<file path="src/logic/mm_pkg.sv">
package mm_pkg;

	// ------------------------------------------------------------
	// register map
	// ------------------------------------------------------------
	typedef enum logic [5:0] {
		PWMC = 6'h02, // pwm duty
		WDG  = 6'h03, // watchdog enable and count
		SFT  = 6'h04, // shift driver a
		FAN0 = 6'h05,
		FAN1 = 6'h06,
		TIME = 6'h07, // second timers
		GPIO = 6'h08,
		SFTB = 6'h09, // shift driver b
		CLKO = 6'h0a  // clock out enable
	} mm_addr_e;

	// 74HC595 command set
	typedef enum logic [1:0] {
		SFT_MR    = 2'b00, // master reset pulse
		SFT_SHIFT = 2'b01, // shift out one byte
		SFT_STORE = 2'b10, // storage latch pulse
		SFT_OE    = 2'b11  // output enable level
	} sft_op_e;

	typedef struct packed {
		logic       valid;
		sft_op_e    op;
		logic       oen;  // level for SFT_OE
		logic [7:0] data; // byte for SFT_SHIFT
	} sft_cmd_t;

	typedef struct packed {
		logic shcp;
		logic ds;
		logic stcp;
		logic mr_n;
		logic oe_n;
	} sft_pins_t;

	// ------------------------------------------------------------
	// timing and widths
	// ------------------------------------------------------------
	localparam int SFT_HALF  = 2;   // half shcp period
	localparam int SFT_PULSE = 4;   // mr_n low / stcp high
	localparam int SFT_PH_W  = $clog2((2 * SFT_HALF > SFT_PULSE) ? 2 * SFT_HALF : SFT_PULSE);

	localparam int TICK_CYCLES = 400; // one "second", short for sim
	localparam int TICK_W      = $clog2(TICK_CYCLES);

	localparam int PWM_W = 10;
	localparam int WDG_W = 26;
	localparam int FAN_W = 27;

	localparam logic [15:0] GPIO_RST = 16'h8800;

endpackage

</file>
<file path="src/logic/sft_drv.sv">
`timescale 1ns/1ps

module sft_drv (
	input  logic              CLK_I,
	input  logic              RST_I,
	input  mm_pkg::sft_cmd_t  cmd,
	output logic              done,
	output logic              idle,
	output mm_pkg::sft_pins_t pins
);
	import mm_pkg::*;

	typedef enum logic [2:0] {
		IDLE,
		SHIFT,
		MR,
		STORE,
		OE
	} state_e;

	state_e              state;
	logic [SFT_PH_W-1:0] phase;
	logic [2:0]          bit_cnt;
	logic [7:0]          sreg;     // bits still to go out, msb first
	sft_pins_t           pins_q;
	logic                bit_last; // last cycle of one bit
	logic                pulse_last;

	assign bit_last   = (phase == SFT_PH_W'(2 * SFT_HALF - 1));
	assign pulse_last = (phase == SFT_PH_W'(SFT_PULSE - 1));
	assign idle       = (state == IDLE);
	assign pins       = pins_q;

	// ------------------------------------------------------------
	// command sequencer
	// ------------------------------------------------------------
	always_ff @(posedge CLK_I or posedge RST_I) begin
		if (RST_I) begin
			state   <= IDLE;
			phase   <= '0;
			bit_cnt <= '0;
			pins_q  <= '{shcp: 1'b0, ds: 1'b0, stcp: 1'b0, mr_n: 1'b1, oe_n: 1'b1};
		end else begin
			case (state)
				IDLE: begin
					// busy writes never get here, so they are lost
					if (cmd.valid) begin
						phase <= '0;
						case (cmd.op)
							SFT_SHIFT: begin
								state     <= SHIFT;
								bit_cnt   <= 3'd7;
								pins_q.ds <= cmd.data[7];
							end
							SFT_MR: begin
								state       <= MR;
								pins_q.mr_n <= 1'b0;
							end
							SFT_STORE: begin
								state       <= STORE;
								pins_q.stcp <= 1'b1;
							end
							default: begin
								state       <= OE;
								pins_q.oe_n <= cmd.oen;
							end
						endcase
					end
				end
				SHIFT: begin
					if (bit_last) begin
						phase       <= '0;
						pins_q.shcp <= 1'b0;
						if (bit_cnt == 3'd0) begin
							state     <= IDLE;
							pins_q.ds <= 1'b0;
						end else begin
							bit_cnt   <= bit_cnt - 1'b1;
							pins_q.ds <= sreg[6];
						end
					end else begin
						phase <= phase + 1'b1;
						if (phase == SFT_PH_W'(SFT_HALF - 1))
							pins_q.shcp <= 1'b1; // rising edge mid bit
					end
				end
				MR: begin
					if (pulse_last) begin
						state       <= IDLE;
						pins_q.mr_n <= 1'b1;
					end else begin
						phase <= phase + 1'b1;
					end
				end
				STORE: begin
					if (pulse_last) begin
						state       <= IDLE;
						pins_q.stcp <= 1'b0;
					end else begin
						phase <= phase + 1'b1;
					end
				end
				OE:      state <= IDLE; // level already applied
				default: state <= IDLE;
			endcase
		end
	end

	always_ff @(posedge CLK_I) begin
		if (idle && cmd.valid)
			sreg <= cmd.data;
		else if ((state == SHIFT) && bit_last && (bit_cnt != 3'd0))
			sreg <= {sreg[6:0], 1'b0};
	end

	// done marks the final cycle of each command
	always_comb begin
		case (state)
			SHIFT:     done = bit_last && (bit_cnt == 3'd0);
			MR, STORE: done = pulse_last;
			OE:        done = 1'b1;
			default:   done = 1'b0;
		endcase
	end

	a_mr_stcp_excl: assert property (@(posedge CLK_I) disable iff (RST_I)
		!(!pins_q.mr_n && pins_q.stcp));
	a_done_busy: assert property (@(posedge CLK_I) disable iff (RST_I)
		done |-> !idle ##1 idle);

endmodule

</file>
<file path="src/logic/fan_tach.sv">
`timescale 1ns/1ps

module fan_tach (
	input  logic        CLK_I,
	input  logic        RST_I,
	input  logic [1:0]  fan_in,
	output logic [26:0] count0,
	output logic [26:0] count1
);
	import mm_pkg::*;

	logic [TICK_W-1:0] win_cnt;
	logic              win_end;

	// ------------------------------------------------------------
	// measurement window
	// ------------------------------------------------------------
	always_ff @(posedge CLK_I or posedge RST_I) begin
		if (RST_I)
			win_cnt <= '0;
		else if (win_end)
			win_cnt <= '0;
		else
			win_cnt <= win_cnt + 1'b1;
	end

	assign win_end = (win_cnt == TICK_W'(TICK_CYCLES - 1));

	// one channel per tach input
	for (genvar i = 0; i < 2; i++) begin : g_ch
		logic [2:0]       sync; // [1:0] synchronizer, [2] edge history
		logic [FAN_W-1:0] cnt;
		logic [FAN_W-1:0] latched;
		logic             fall;

		assign fall = sync[2] && !sync[1];

		always_ff @(posedge CLK_I or posedge RST_I) begin
			if (RST_I) begin
				sync    <= '0;
				cnt     <= '0;
				latched <= '0;
			end else begin
				sync <= {sync[1:0], fan_in[i]};
				if (win_end) begin
					latched <= cnt; // edge on this cycle is dropped
					cnt     <= '0;
				end else if (fall) begin
					cnt <= cnt + 1'b1;
				end
			end
		end
	end

	assign count0 = g_ch[0].latched;
	assign count1 = g_ch[1].latched;

endmodule

</file>
<file path="src/logic/sec_timer.sv">
`timescale 1ns/1ps

module sec_timer (
	input  logic        CLK_I,
	input  logic        RST_I,
	input  logic        wr,
	input  logic [31:0] dat,
	output logic [31:0] status,
	output logic        int0,
	output logic        int1
);
	import mm_pkg::*;

	logic [TICK_W-1:0] tick_cnt;
	logic              tick;

	// ------------------------------------------------------------
	// one second timebase
	// ------------------------------------------------------------
	always_ff @(posedge CLK_I or posedge RST_I) begin
		if (RST_I)
			tick_cnt <= '0;
		else if (tick)
			tick_cnt <= '0;
		else
			tick_cnt <= tick_cnt + 1'b1;
	end

	assign tick = (tick_cnt == TICK_W'(TICK_CYCLES - 1));

	// ------------------------------------------------------------
	// timer channels, fields of channel i start at bit 16*i
	// ------------------------------------------------------------
	for (genvar i = 0; i < 2; i++) begin : g_tim
		logic [5:0]  cnt;
		logic        done;
		logic        mask;
		logic        load;
		logic [15:0] word;
		logic        irq;

		assign load = wr && dat[16*i];

		always_ff @(posedge CLK_I or posedge RST_I) begin
			if (RST_I) begin
				cnt  <= '0;
				done <= 1'b0;
				mask <= 1'b1; // masked until software opens it
			end else begin
				if (wr)
					mask <= dat[16*i+1];
				if (load)
					cnt <= dat[16*i+2 +: 6];
				else if (tick && (cnt != 6'd0))
					cnt <= cnt - 1'b1;
				// expiry wins over a clear in the same cycle
				if (tick && (cnt == 6'd1) && !load)
					done <= 1'b1;
				else if (wr && dat[16*i+8])
					done <= 1'b0;
			end
		end

		assign word = {7'b0, done, cnt, mask, 1'b0};
		assign irq  = done && !mask;
	end

	assign status = {g_tim[1].word, g_tim[0].word};
	assign int0   = g_tim[0].irq;
	assign int1   = g_tim[1].irq;

	a_irq_done: assert property (@(posedge CLK_I) disable iff (RST_I)
		$rose(int0) |-> $past(g_tim[0].cnt) == 6'd1 || $past(g_tim[0].mask));

endmodule

</file>
<file path="src/logic/mm_regs.sv">
`timescale 1ns/1ps

module mm_regs (
	input  logic              CLK_I,
	input  logic              RST_I,
	// wishbone slave
	input  logic              stb,
	input  logic              we,
	input  mm_pkg::mm_addr_e  adr,
	input  logic [31:0]       dat_i,
	output logic              ack,
	output logic [31:0]       dat_o,
	// status from the peripherals
	input  logic [15:0]       gpio_in,
	input  logic [1:0]        sft_done,
	input  logic [26:0]       fan0,
	input  logic [26:0]       fan1,
	input  logic [31:0]       tim_status,
	input  logic [1:0]        sft_oe_n,
	// controls
	output logic              pwm,
	output logic              watch_dog,
	output logic [15:0]       gpio_out,
	output logic              clk25m_on,
	output mm_pkg::sft_cmd_t  sft_cmd_a,
	output mm_pkg::sft_cmd_t  sft_cmd_b,
	output logic              time_wr,
	output logic [31:0]       time_dat
);
	import mm_pkg::*;

	logic             wr_acc;
	logic             rd_acc;
	logic             wr_pwm;
	logic             wr_wdg;
	logic             wr_sft;
	logic             wr_sftb;
	logic             wr_gpio;
	logic             wr_clko;
	logic             rd_vld_q;
	mm_addr_e         rd_adr_q;
	logic [PWM_W-1:0] pwm_duty;
	logic [PWM_W-1:0] pwm_cnt;
	logic             wdg_en;
	logic [WDG_W-1:0] wdg_cnt;
	logic [15:0]      gpio_in_s1;
	logic [15:0]      gpio_in_q;
	logic [1:0]       done_q;   // sticky shift done, [0] = a

	// ------------------------------------------------------------
	// bus handshake and decode
	// ------------------------------------------------------------
	always_ff @(posedge CLK_I or posedge RST_I) begin
		if (RST_I)
			ack <= 1'b0;
		else
			ack <= stb && !ack; // one cycle high, then one low
	end

	assign wr_acc  = stb && we && !ack;
	assign rd_acc  = stb && !we && !ack;
	assign wr_pwm  = wr_acc && (adr == PWMC);
	assign wr_wdg  = wr_acc && (adr == WDG);
	assign wr_sft  = wr_acc && (adr == SFT);
	assign wr_sftb = wr_acc && (adr == SFTB);
	assign wr_gpio = wr_acc && (adr == GPIO);
	assign wr_clko = wr_acc && (adr == CLKO);
	assign time_wr = wr_acc && (adr == TIME);
	assign time_dat = dat_i;

	// ------------------------------------------------------------
	// pwm
	// ------------------------------------------------------------
	always_ff @(posedge CLK_I or posedge RST_I) begin
		if (RST_I) begin
			pwm_duty <= '0;
			pwm_cnt  <= '0;
		end else begin
			pwm_cnt <= pwm_cnt + 1'b1; // free running
			if (wr_pwm)
				pwm_duty <= dat_i[PWM_W-1:0];
		end
	end

	assign pwm = (pwm_cnt <= pwm_duty);

	// ------------------------------------------------------------
	// watchdog
	// ------------------------------------------------------------
	always_ff @(posedge CLK_I or posedge RST_I) begin
		if (RST_I) begin
			wdg_en  <= 1'b0;
			wdg_cnt <= '0;
		end else begin
			if (wr_wdg)
				wdg_en <= dat_i[0];
			if (wr_wdg && (wdg_en || dat_i[0]))
				wdg_cnt <= dat_i[WDG_W:1]; // reload postpones expiry
			else if (wdg_cnt != '0)
				wdg_cnt <= wdg_cnt - 1'b1;
		end
	end

	// two-cycle pulse just before expiry
	assign watch_dog = wdg_en && ((wdg_cnt == WDG_W'(2)) || (wdg_cnt == WDG_W'(1)));

	// ------------------------------------------------------------
	// gpio, clock enable
	// ------------------------------------------------------------
	always_ff @(posedge CLK_I or posedge RST_I) begin
		if (RST_I) begin
			gpio_out  <= GPIO_RST;
			clk25m_on <= 1'b0;
		end else begin
			if (wr_gpio)
				gpio_out <= dat_i[15:0];
			if (wr_clko)
				clk25m_on <= dat_i[0];
		end
	end

	always_ff @(posedge CLK_I) begin
		gpio_in_s1 <= gpio_in;
		gpio_in_q  <= gpio_in_s1;
	end

	// ------------------------------------------------------------
	// shift driver commands
	// ------------------------------------------------------------
	assign sft_cmd_a = '{valid: wr_sft, op: sft_op_e'(dat_i[1:0]), oen: dat_i[2],
		data: dat_i[15:8]};
	assign sft_cmd_b = '{valid: wr_sftb, op: sft_op_e'(dat_i[1:0]), oen: dat_i[2],
		data: dat_i[15:8]};

	always_ff @(posedge CLK_I or posedge RST_I) begin
		if (RST_I) begin
			done_q <= 2'b00;
		end else begin
			if (wr_sft)
				done_q[0] <= 1'b0;
			else if (sft_done[0])
				done_q[0] <= 1'b1;
			if (wr_sftb)
				done_q[1] <= 1'b0;
			else if (sft_done[1])
				done_q[1] <= 1'b1;
		end
	end

	// ------------------------------------------------------------
	// read path
	// ------------------------------------------------------------
	always_ff @(posedge CLK_I or posedge RST_I) begin
		if (RST_I)
			rd_vld_q <= 1'b0;
		else
			rd_vld_q <= rd_acc; // lines up with ack
	end

	always_ff @(posedge CLK_I) begin
		if (rd_acc)
			rd_adr_q <= adr;
	end

	always_comb begin
		dat_o = '0;
		if (rd_vld_q) begin
			case (rd_adr_q)
				PWMC:    dat_o = {{(32-PWM_W){1'b0}}, pwm_duty};
				WDG:     dat_o = {{(31-WDG_W){1'b0}}, wdg_cnt, wdg_en};
				SFT:     dat_o = {28'b0, done_q[0], sft_oe_n[0], 2'b0};
				SFTB:    dat_o = {28'b0, done_q[1], sft_oe_n[1], 2'b0};
				FAN0:    dat_o = {5'b0, fan0};
				FAN1:    dat_o = {5'b0, fan1};
				TIME:    dat_o = tim_status;
				GPIO:    dat_o = {gpio_in_q, gpio_out};
				CLKO:    dat_o = {31'b0, clk25m_on};
				default: dat_o = '0;
			endcase
		end
	end

	// read data only in a read ack, and ack never twice in a row
	a_ack_single: assert property (@(posedge CLK_I) disable iff (RST_I)
		ack |-> (rd_vld_q == !we) ##1 !ack);

endmodule

</file>
<file path="src/logic/mm_periph.sv">
`timescale 1ns/1ps

module mm_periph (
	input  logic              CLK_I,
	input  logic              RST_I,
	// wishbone slave
	input  logic              wb_stb,
	input  logic              wb_we,
	input  logic [5:0]        wb_adr,
	input  logic [31:0]       wb_dat_i,
	output logic              wb_ack,
	output logic [31:0]       wb_dat_o,
	// board pins
	input  logic [1:0]        fan_in,
	input  logic [15:0]       gpio_in,
	output logic              pwm,
	output logic              watch_dog,
	output mm_pkg::sft_pins_t sft_a,
	output mm_pkg::sft_pins_t sft_b,
	output logic              time0_int,
	output logic              time1_int,
	output logic [15:0]       gpio_out,
	output logic              clk25m_on
);
	import mm_pkg::*;

	sft_cmd_t           cmd_a;
	sft_cmd_t           cmd_b;
	logic [1:0]         sft_done;
	logic [FAN_W-1:0]   fan0;
	logic [FAN_W-1:0]   fan1;
	logic               time_wr;
	logic [31:0]        time_dat;
	logic [31:0]        tim_status;

	// ------------------------------------------------------------
	// register file
	// ------------------------------------------------------------
	mm_regs i_mm_regs (
		.CLK_I      (CLK_I),
		.RST_I      (RST_I),
		.stb        (wb_stb),
		.we         (wb_we),
		.adr        (mm_addr_e'(wb_adr)), // unmapped codes fall to default
		.dat_i      (wb_dat_i),
		.ack        (wb_ack),
		.dat_o      (wb_dat_o),
		.gpio_in    (gpio_in),
		.sft_done   (sft_done),
		.fan0       (fan0),
		.fan1       (fan1),
		.tim_status (tim_status),
		.sft_oe_n   ({sft_b.oe_n, sft_a.oe_n}),
		.pwm        (pwm),
		.watch_dog  (watch_dog),
		.gpio_out   (gpio_out),
		.clk25m_on  (clk25m_on),
		.sft_cmd_a  (cmd_a),
		.sft_cmd_b  (cmd_b),
		.time_wr    (time_wr),
		.time_dat   (time_dat)
	);

	// ------------------------------------------------------------
	// peripherals
	// ------------------------------------------------------------
	sft_drv i_sft_a (
		.CLK_I (CLK_I),
		.RST_I (RST_I),
		.cmd   (cmd_a),
		.done  (sft_done[0]),
		.idle  (),
		.pins  (sft_a)
	);

	sft_drv i_sft_b (
		.CLK_I (CLK_I),
		.RST_I (RST_I),
		.cmd   (cmd_b),
		.done  (sft_done[1]),
		.idle  (),
		.pins  (sft_b)
	);

	fan_tach i_fan_tach (
		.CLK_I  (CLK_I),
		.RST_I  (RST_I),
		.fan_in (fan_in),
		.count0 (fan0),
		.count1 (fan1)
	);

	sec_timer i_sec_timer (
		.CLK_I  (CLK_I),
		.RST_I  (RST_I),
		.wr     (time_wr),
		.dat    (time_dat),
		.status (tim_status),
		.int0   (time0_int),
		.int1   (time1_int)
	);

endmodule

</file>
<file path="config.mk">
export PLATFORM = sky130hd
export DESIGN_NAME = mm_periph
export DESIGN_NICKNAME = d
export VERILOG_FILES = /design/src/logic/mm_pkg.sv /design/src/logic/sft_drv.sv /design/src/logic/fan_tach.sv /design/src/logic/sec_timer.sv /design/src/logic/mm_regs.sv /design/src/logic/mm_periph.sv
export SDC_FILE = /design/constraint.sdc
export NUM_CORES = 1
export LEC_CHECK = 0
export ABC_AREA = 1
export BUFFER_PORTS_ARGS = -buffer_cell sky130_fd_sc_hd__buf_2
export CAP_MARGIN = 30
export CORE_ASPECT_RATIO = 0.5
export CORE_MARGIN = 2
export CORE_UTILIZATION = 50
export DETAILED_ROUTE_END_ITERATION = 10
export PLACE_DENSITY = 0.68
export SYNTH_ARGS = -nofsm -noshare
export SYNTH_HDL_FRONTEND = slang
export SYNTH_HIERARCHICAL = 1
export SYNTH_SLANG_ARGS = --single-unit
</file>
<file path="constraint.sdc">
create_clock -name CLK_I -period 4.93 [get_ports CLK_I]
set_input_delay 0.2465 -clock CLK_I [delete_from_list [all_inputs] [get_ports CLK_I]]
set_output_delay 0.2465 -clock CLK_I [all_outputs]
set_load 0.02 [all_outputs]
</file>
# Yosys cells after proc, flatten, opt, wreduce, memory -nomap -nowiden
# Cells that the tools add are included.
# Widths: inputs -> output; s select.
dict set report totals {
  wordCells 294
  inputBits 60
  ramBits 0
  rom_bits 0
  latch_bits 0
  output_inout_bits 64
  reg_bits 294
  memories 0
}
dict set report op_classes {
  bitwise 1
  n_div 0
  n_mul 0
  mux 81
  n_reduce_logical 96
  shift 0
  eq_ne 58
  add_sub_neg 12
  magnitude_cmp 1
}
# cell count
set ops {}
lappend ops {{$pmux 32 s9} 1}
lappend ops {{$mux 27} 4}
lappend ops {{$add 27x1->27 const B} 2}
lappend ops {{$mux 26} 2}
lappend ops {{$mux 3} 15}
lappend ops {{$reduce_bool 2->1} 19}
lappend ops {{$eq 6x3->1 const B} 6}
lappend ops {{$eq 6x4->1 const B} 6}
lappend ops {{$logic_and 1x1->1} 36}
lappend ops {{$mux 32} 1}
lappend ops {{$reduce_and 4->1} 8}
lappend ops {{$mux 7} 4}
lappend ops {{$pmux 3 s3} 3}
lappend ops {{$eq 26x1->1 const B} 1}
lappend ops {{$eq 26x2->1 const B} 1}
lappend ops {{$reduce_bool 26->1} 1}
lappend ops {{$sub 26x1->26 const B} 1}
lappend ops {{$mux 1} 25}
lappend ops {{$eq 6x2->1 const B} 4}
lappend ops {{$mux 6} 4}
lappend ops {{$ne 2x2->1 const B} 12}
lappend ops {{$ne 2x1->1 const B} 10}
lappend ops {{$add 9x1->9 const B} 2}
lappend ops {{$eq 9x9->1 const B} 2}
lappend ops {{30 further kinds} 79}

# Depth between registers and ports, before layout
dict set report depth {
  word_depth 7
  mapped_depth 11
  mapped_depth_nobuf 10
}

# Modules after synthesis
# The synthesis kept the hierarchy.
# mod cells_per_inst instances seq_area_each_um2 area_each_um2
set by_module_without_submodules {}
lappend by_module_without_submodules {mm_regs 890 1 2524.9 6513.7}
lappend by_module_without_submodules {fan_tach 768 1 3078.0 5809.3}
lappend by_module_without_submodules {sec_timer 235 1 628.1 1749.2}
lappend by_module_without_submodules {{sft_drv (i_sft_a)} 146 1 538.0 1232.4}
lappend by_module_without_submodules {{sft_drv (i_sft_b)} 143 1 538.0 1166.1}

# Worst setup path before layout
# No wires, ideal clock.
dict set report synth_timing {
  path_kind {reg-to-reg}
  startpoint {reg i_mm_regs.ack}
  endpoint {reg i_sft_a.sreg[0] (enable)}
  t_arrival_ns 1.642
  path_stages_with_launch 9
  n_path_buf 1
  synth_period_minus_slack_ns 2.025
  path_slack_ns 2.905
  required_ns 4.547
  setup_time_ns 0.383
  cell_sequence {dfrtp_1 -> nor2_4 -> inv_2 -> nor4_1 -> buf_4 -> inv_1 -> nor2_4 -> inv_2 -> o31ai_1}
}
dict set report synth_via {
  elab_chain_len 5
}
# element line
set synth_lines {}
lappend synth_lines {{from (decl)} mm_regs.sv:11} ;# output logic ack,
lappend synth_lines {{from (signal assigned)} mm_regs.sv:57} ;# ack <= stb && !ack;
lappend synth_lines {{$logic_not 1->1} mm_regs.sv:60} ;# assign wr_acc = stb && we && !ack;
lappend synth_lines {{$logic_and 1x1->1} mm_regs.sv:60}
lappend synth_lines {{$logic_and 1x1->1} mm_regs.sv:64} ;# assign wr_sft = wr_acc && (adr == SFT);
lappend synth_lines {{via i_mm_regs.wr_sft} mm_regs.sv:36} ;# logic wr_sft;
lappend synth_lines {{$logic_and 1x1->1} sft_drv.sv:110} ;# if (idle && cmd.valid)
lappend synth_lines {{$reduce_bool 2->1 (no source line)} n/a}
lappend synth_lines {{to (signal assigned)} sft_drv.sv:111} ;# sreg <= cmd.data;
lappend synth_lines {{to (signal assigned)} sft_drv.sv:113} ;# sreg <= {sreg[6:0], 1'b0};
lappend synth_lines {{to (decl)} sft_drv.sv:24} ;# logic [7:0] sreg;
# The timed path passes the listed nets, and every way through them passes these cells.
# A chain may end at the register's enable or synchronous reset.

# Final worst setup path
dict set report layout_timing {
  startpoint {reg i_mm_regs.rd_adr_q[5]}
  endpoint {out wb_dat_o[1]}
}
dict set report layout_via {
  elab_chain_len 3
  elab_cells_between_ends 11
  classes_between {9 x eq/ne; 2 x mux}
}
# element line
set layout_lines {}
lappend layout_lines {{from (decl)} mm_regs.sv:41} ;# mm_addr_e rd_adr_q;
lappend layout_lines {{from (signal assigned)} mm_regs.sv:162} ;# rd_adr_q <= adr;
lappend layout_lines {{$eq 6x4->1 (tied with other cells)} mm_regs.sv:168} ;# case (rd_adr_q)
lappend layout_lines {{$pmux 32 s9 *} mm_regs.sv:168}
lappend layout_lines {{$mux 32 *} mm_regs.sv:167} ;# if (rd_vld_q) begin
lappend layout_lines {{to (decl)} mm_periph.sv:12} ;# output logic [31:0] wb_dat_o,
# Mark *: on every way between the ends. The rest lies on a longest branch, timed or not.

==> reports/metrics.yaml <==
period_minus_slack_ns: 3.39
dpl.hpwl_mm: 30.8
drc: 0
grt_use_total_pct: 24.6
reg2regPathDepth: 9
grt_pass1_vias: 12700
antenna_found_initial: 0
initial_utilization_pct: 51.2
cp_cell_sequence: "nor2_2 > nand3_2 > o21ai_0 > nor2_1 > a21oi_1 > buf_2"
path_clk_slew_ns: 0.07
cellPowerDensity_mw_per_mm2: 317
power_mw: 5.76
insertion_delay_ns: 0.57
cts_setup_buffers: 0
min_path_type: "input port to flip-flop"
ios: 124
hold_violations: 0
slew_violations: 0
worstPathRequired_ns: 4.68
portBuffers: 118
arrival_ns: 3.14
r2r_start: "i_mm_regs/ack"
antenna_left: 0
max-vdd-ir-drop_mv: 0.236
min_from: "wb_dat_i[10]"
overflow: 0
cts_sinks: 294
grt_first_pass_wirelength_mm: 67.4
ctsRootBufferMaster: "clkbuf_16"
synth_cells: 2167
die_area_mm2: 0.0343
diodes: 0
rsz0062_at_grt: "no"
final_nets: 2374
min_period_over_period_pct: 68.7
rows: 46
final_common_cell: "nand2_1"
die_x_um: 260
dr.pass1.iters: 7
vias_per_cell: 5.14
synth_area_per_cell_um2: 7.55
dr.first_iter.drc_count: 1334
leakagePower_nw: 9.08
dp.cells: 2631
routed_wl_mm: 42.2
min_path_cells: 2
fin_worst_skew_ns: 0.0121
start_kind: "flip-flop"
status: "complete, no violations"
rrSetupSlack_ns: 2.55
drive_gt1_share_pct: 12.6
crit_type: "flip-flop to output pin"
instances_no_fill: 2727
finalSetupTns_ns: 0
synth_warnings: 6
syn2layout_area_growth_pct: 11.2
cts_tree: "yes"
mostFrequentLayoutCells: "nand2_1, nor2_1, dfrtp_1, inv_1, nand3_1"
setup_viol: 0
avgRoutedWirePerCell_um: 15.5
gp_congestion: 0.930
vias: 14000
worstMarginPinSlew_ns: 0.960
hold_end: "i_mm_regs/gpio_out[10]"
fillers: 2994
fmax_mhz: 295
path_max_fanout: 27
die_h_um: 132
cpMaxStageDelayCell: "nand3_2"
setup.worst_path.end_class: "output pin"
slew_headroom_pct: 36.0
maxCapViolations: 0
grt_max_degree: 106
critPathMaxStageDelay_ns: 0.64
coreArea_mm2: 0.0319
cts_buffer_depth: 3
r2r_end: "i_sft_a/sreg[1]"
cts_max_level: 1
synth_area_mm2: 0.0164
numCtsBuffers: 28
-- worst max-delay path: cells and delay by family (launching register included) --
family	cells	cell delay (ns)
AND/OR/NAND/NOR	3	1.27
AO/OA/AOI/OAI	2	0.76
flip-flops	1	0.37
buffers and inverters	1	0.18
-- where the power goes --
part | total, mW | internal [mW] | leakage, nW | switching, mW
Combinational | 0.834 | 0.299 | 5.04 | 0.535
Sequential | 2.79 | 2.61 | 3.59 | 0.182
Clock | 2.13 | 1.17 | 0.450 | 0.959
Total | 5.76 | 4.08 | 9.08 | 1.68
-- flip-flops by register name (all words and copies together), names as in the netlist, 5 cells and up --
name	count
i_fan_tach/g_ch.cnt	54
i_mm_regs/gpio_out	16
i_mm_regs/rd_adr_q	6
i_mm_regs/gpio_in_s1	16
i_fan_tach/g_ch.sync	6
i_mm_regs/gpio_in_q	16
i_fan_tach/count0	27
i_sft_b/pins	5
i_sec_timer/g_tim.cnt	12
i_mm_regs/pwm_cnt	10
i_sft_a/sreg	7
i_mm_regs/wdg_cnt	26
i_sft_b/sreg	7
i_sft_a/pins	5
i_fan_tach/win_cnt	9
i_fan_tach/count1	27
i_mm_regs/pwm_duty	10
i_sec_timer/tick_cnt	9
-- through the flow --
| step | worst slack, ns | instance area (µm²) | hold WS (ns) | util (%) |
|---|---|---|---|---|
| after CTS | 1.56 | 18200 | 0.00291 | 56.9 |
| after detailed placement | 2.16 | 16800 | 0.289 | 52.7 |
| final | 1.54 | 18200 | 0.0341 | 56.9 |
| after floorplan | 1.41 | 16400 | 0.122 | - |
| after global routing | 1.35 | 18200 | 0.0131 | 56.9 |
| after global placement | 2.19 | 16800 | 0.310 | 52.5 |
-- per-layer routing --
metal	up-vias	part of all wire [%]	track usage (%)
met2	382	43	37.1
met4	0	2.5	6.67
li1	6989	-	-
met3	72	6.1	3.92
met1	6567	48	36.6
met5	-	0	0
-- timing repair --
item / in CTS / in global routing
hold buffers: 44 / 0
gates resized for setup: 0 / 0
hold endpoints to repair: 153 / 0
endpoints found under the setup margin: 0 / 0
-- layout make-up --
type / instances / area (µm²) / share of cell area (%)
well taps: 432 / 541 / 2.97
clock buffers: 39 / 825 / 4.53
inverters: 226 / 853 / 4.69
flip-flops and latches: 294 / 7310 / 40.2
clock inverters: 13 / 76.3 / 0.420
multi-input cells: 1549 / 7410 / 40.8
repair buffers: 174 / 1180 / 6.47
-- worst max-delay path by stage --
stage / from / endpoint / slack [ns] / depth (start not counted)
floorplan: RST_I / i_fan_tach/count0[0] / 1.41 / 1
global route: i_mm_regs/rd_adr_q[5] / wb_dat_o[1] / 1.35 / 8
CTS: i_mm_regs/rd_adr_q[5] / wb_dat_o[1] / 1.56 / 8
detailed placement: i_mm_regs/rd_adr_q[5] / wb_dat_o[1] / 2.16 / 8
finish: i_mm_regs/rd_adr_q[5] / wb_dat_o[1] / 1.54 / 6
global placement: i_mm_regs/rd_adr_q[5] / wb_dat_o[1] / 2.19 / 6
(Power assumes the default switching activity.)
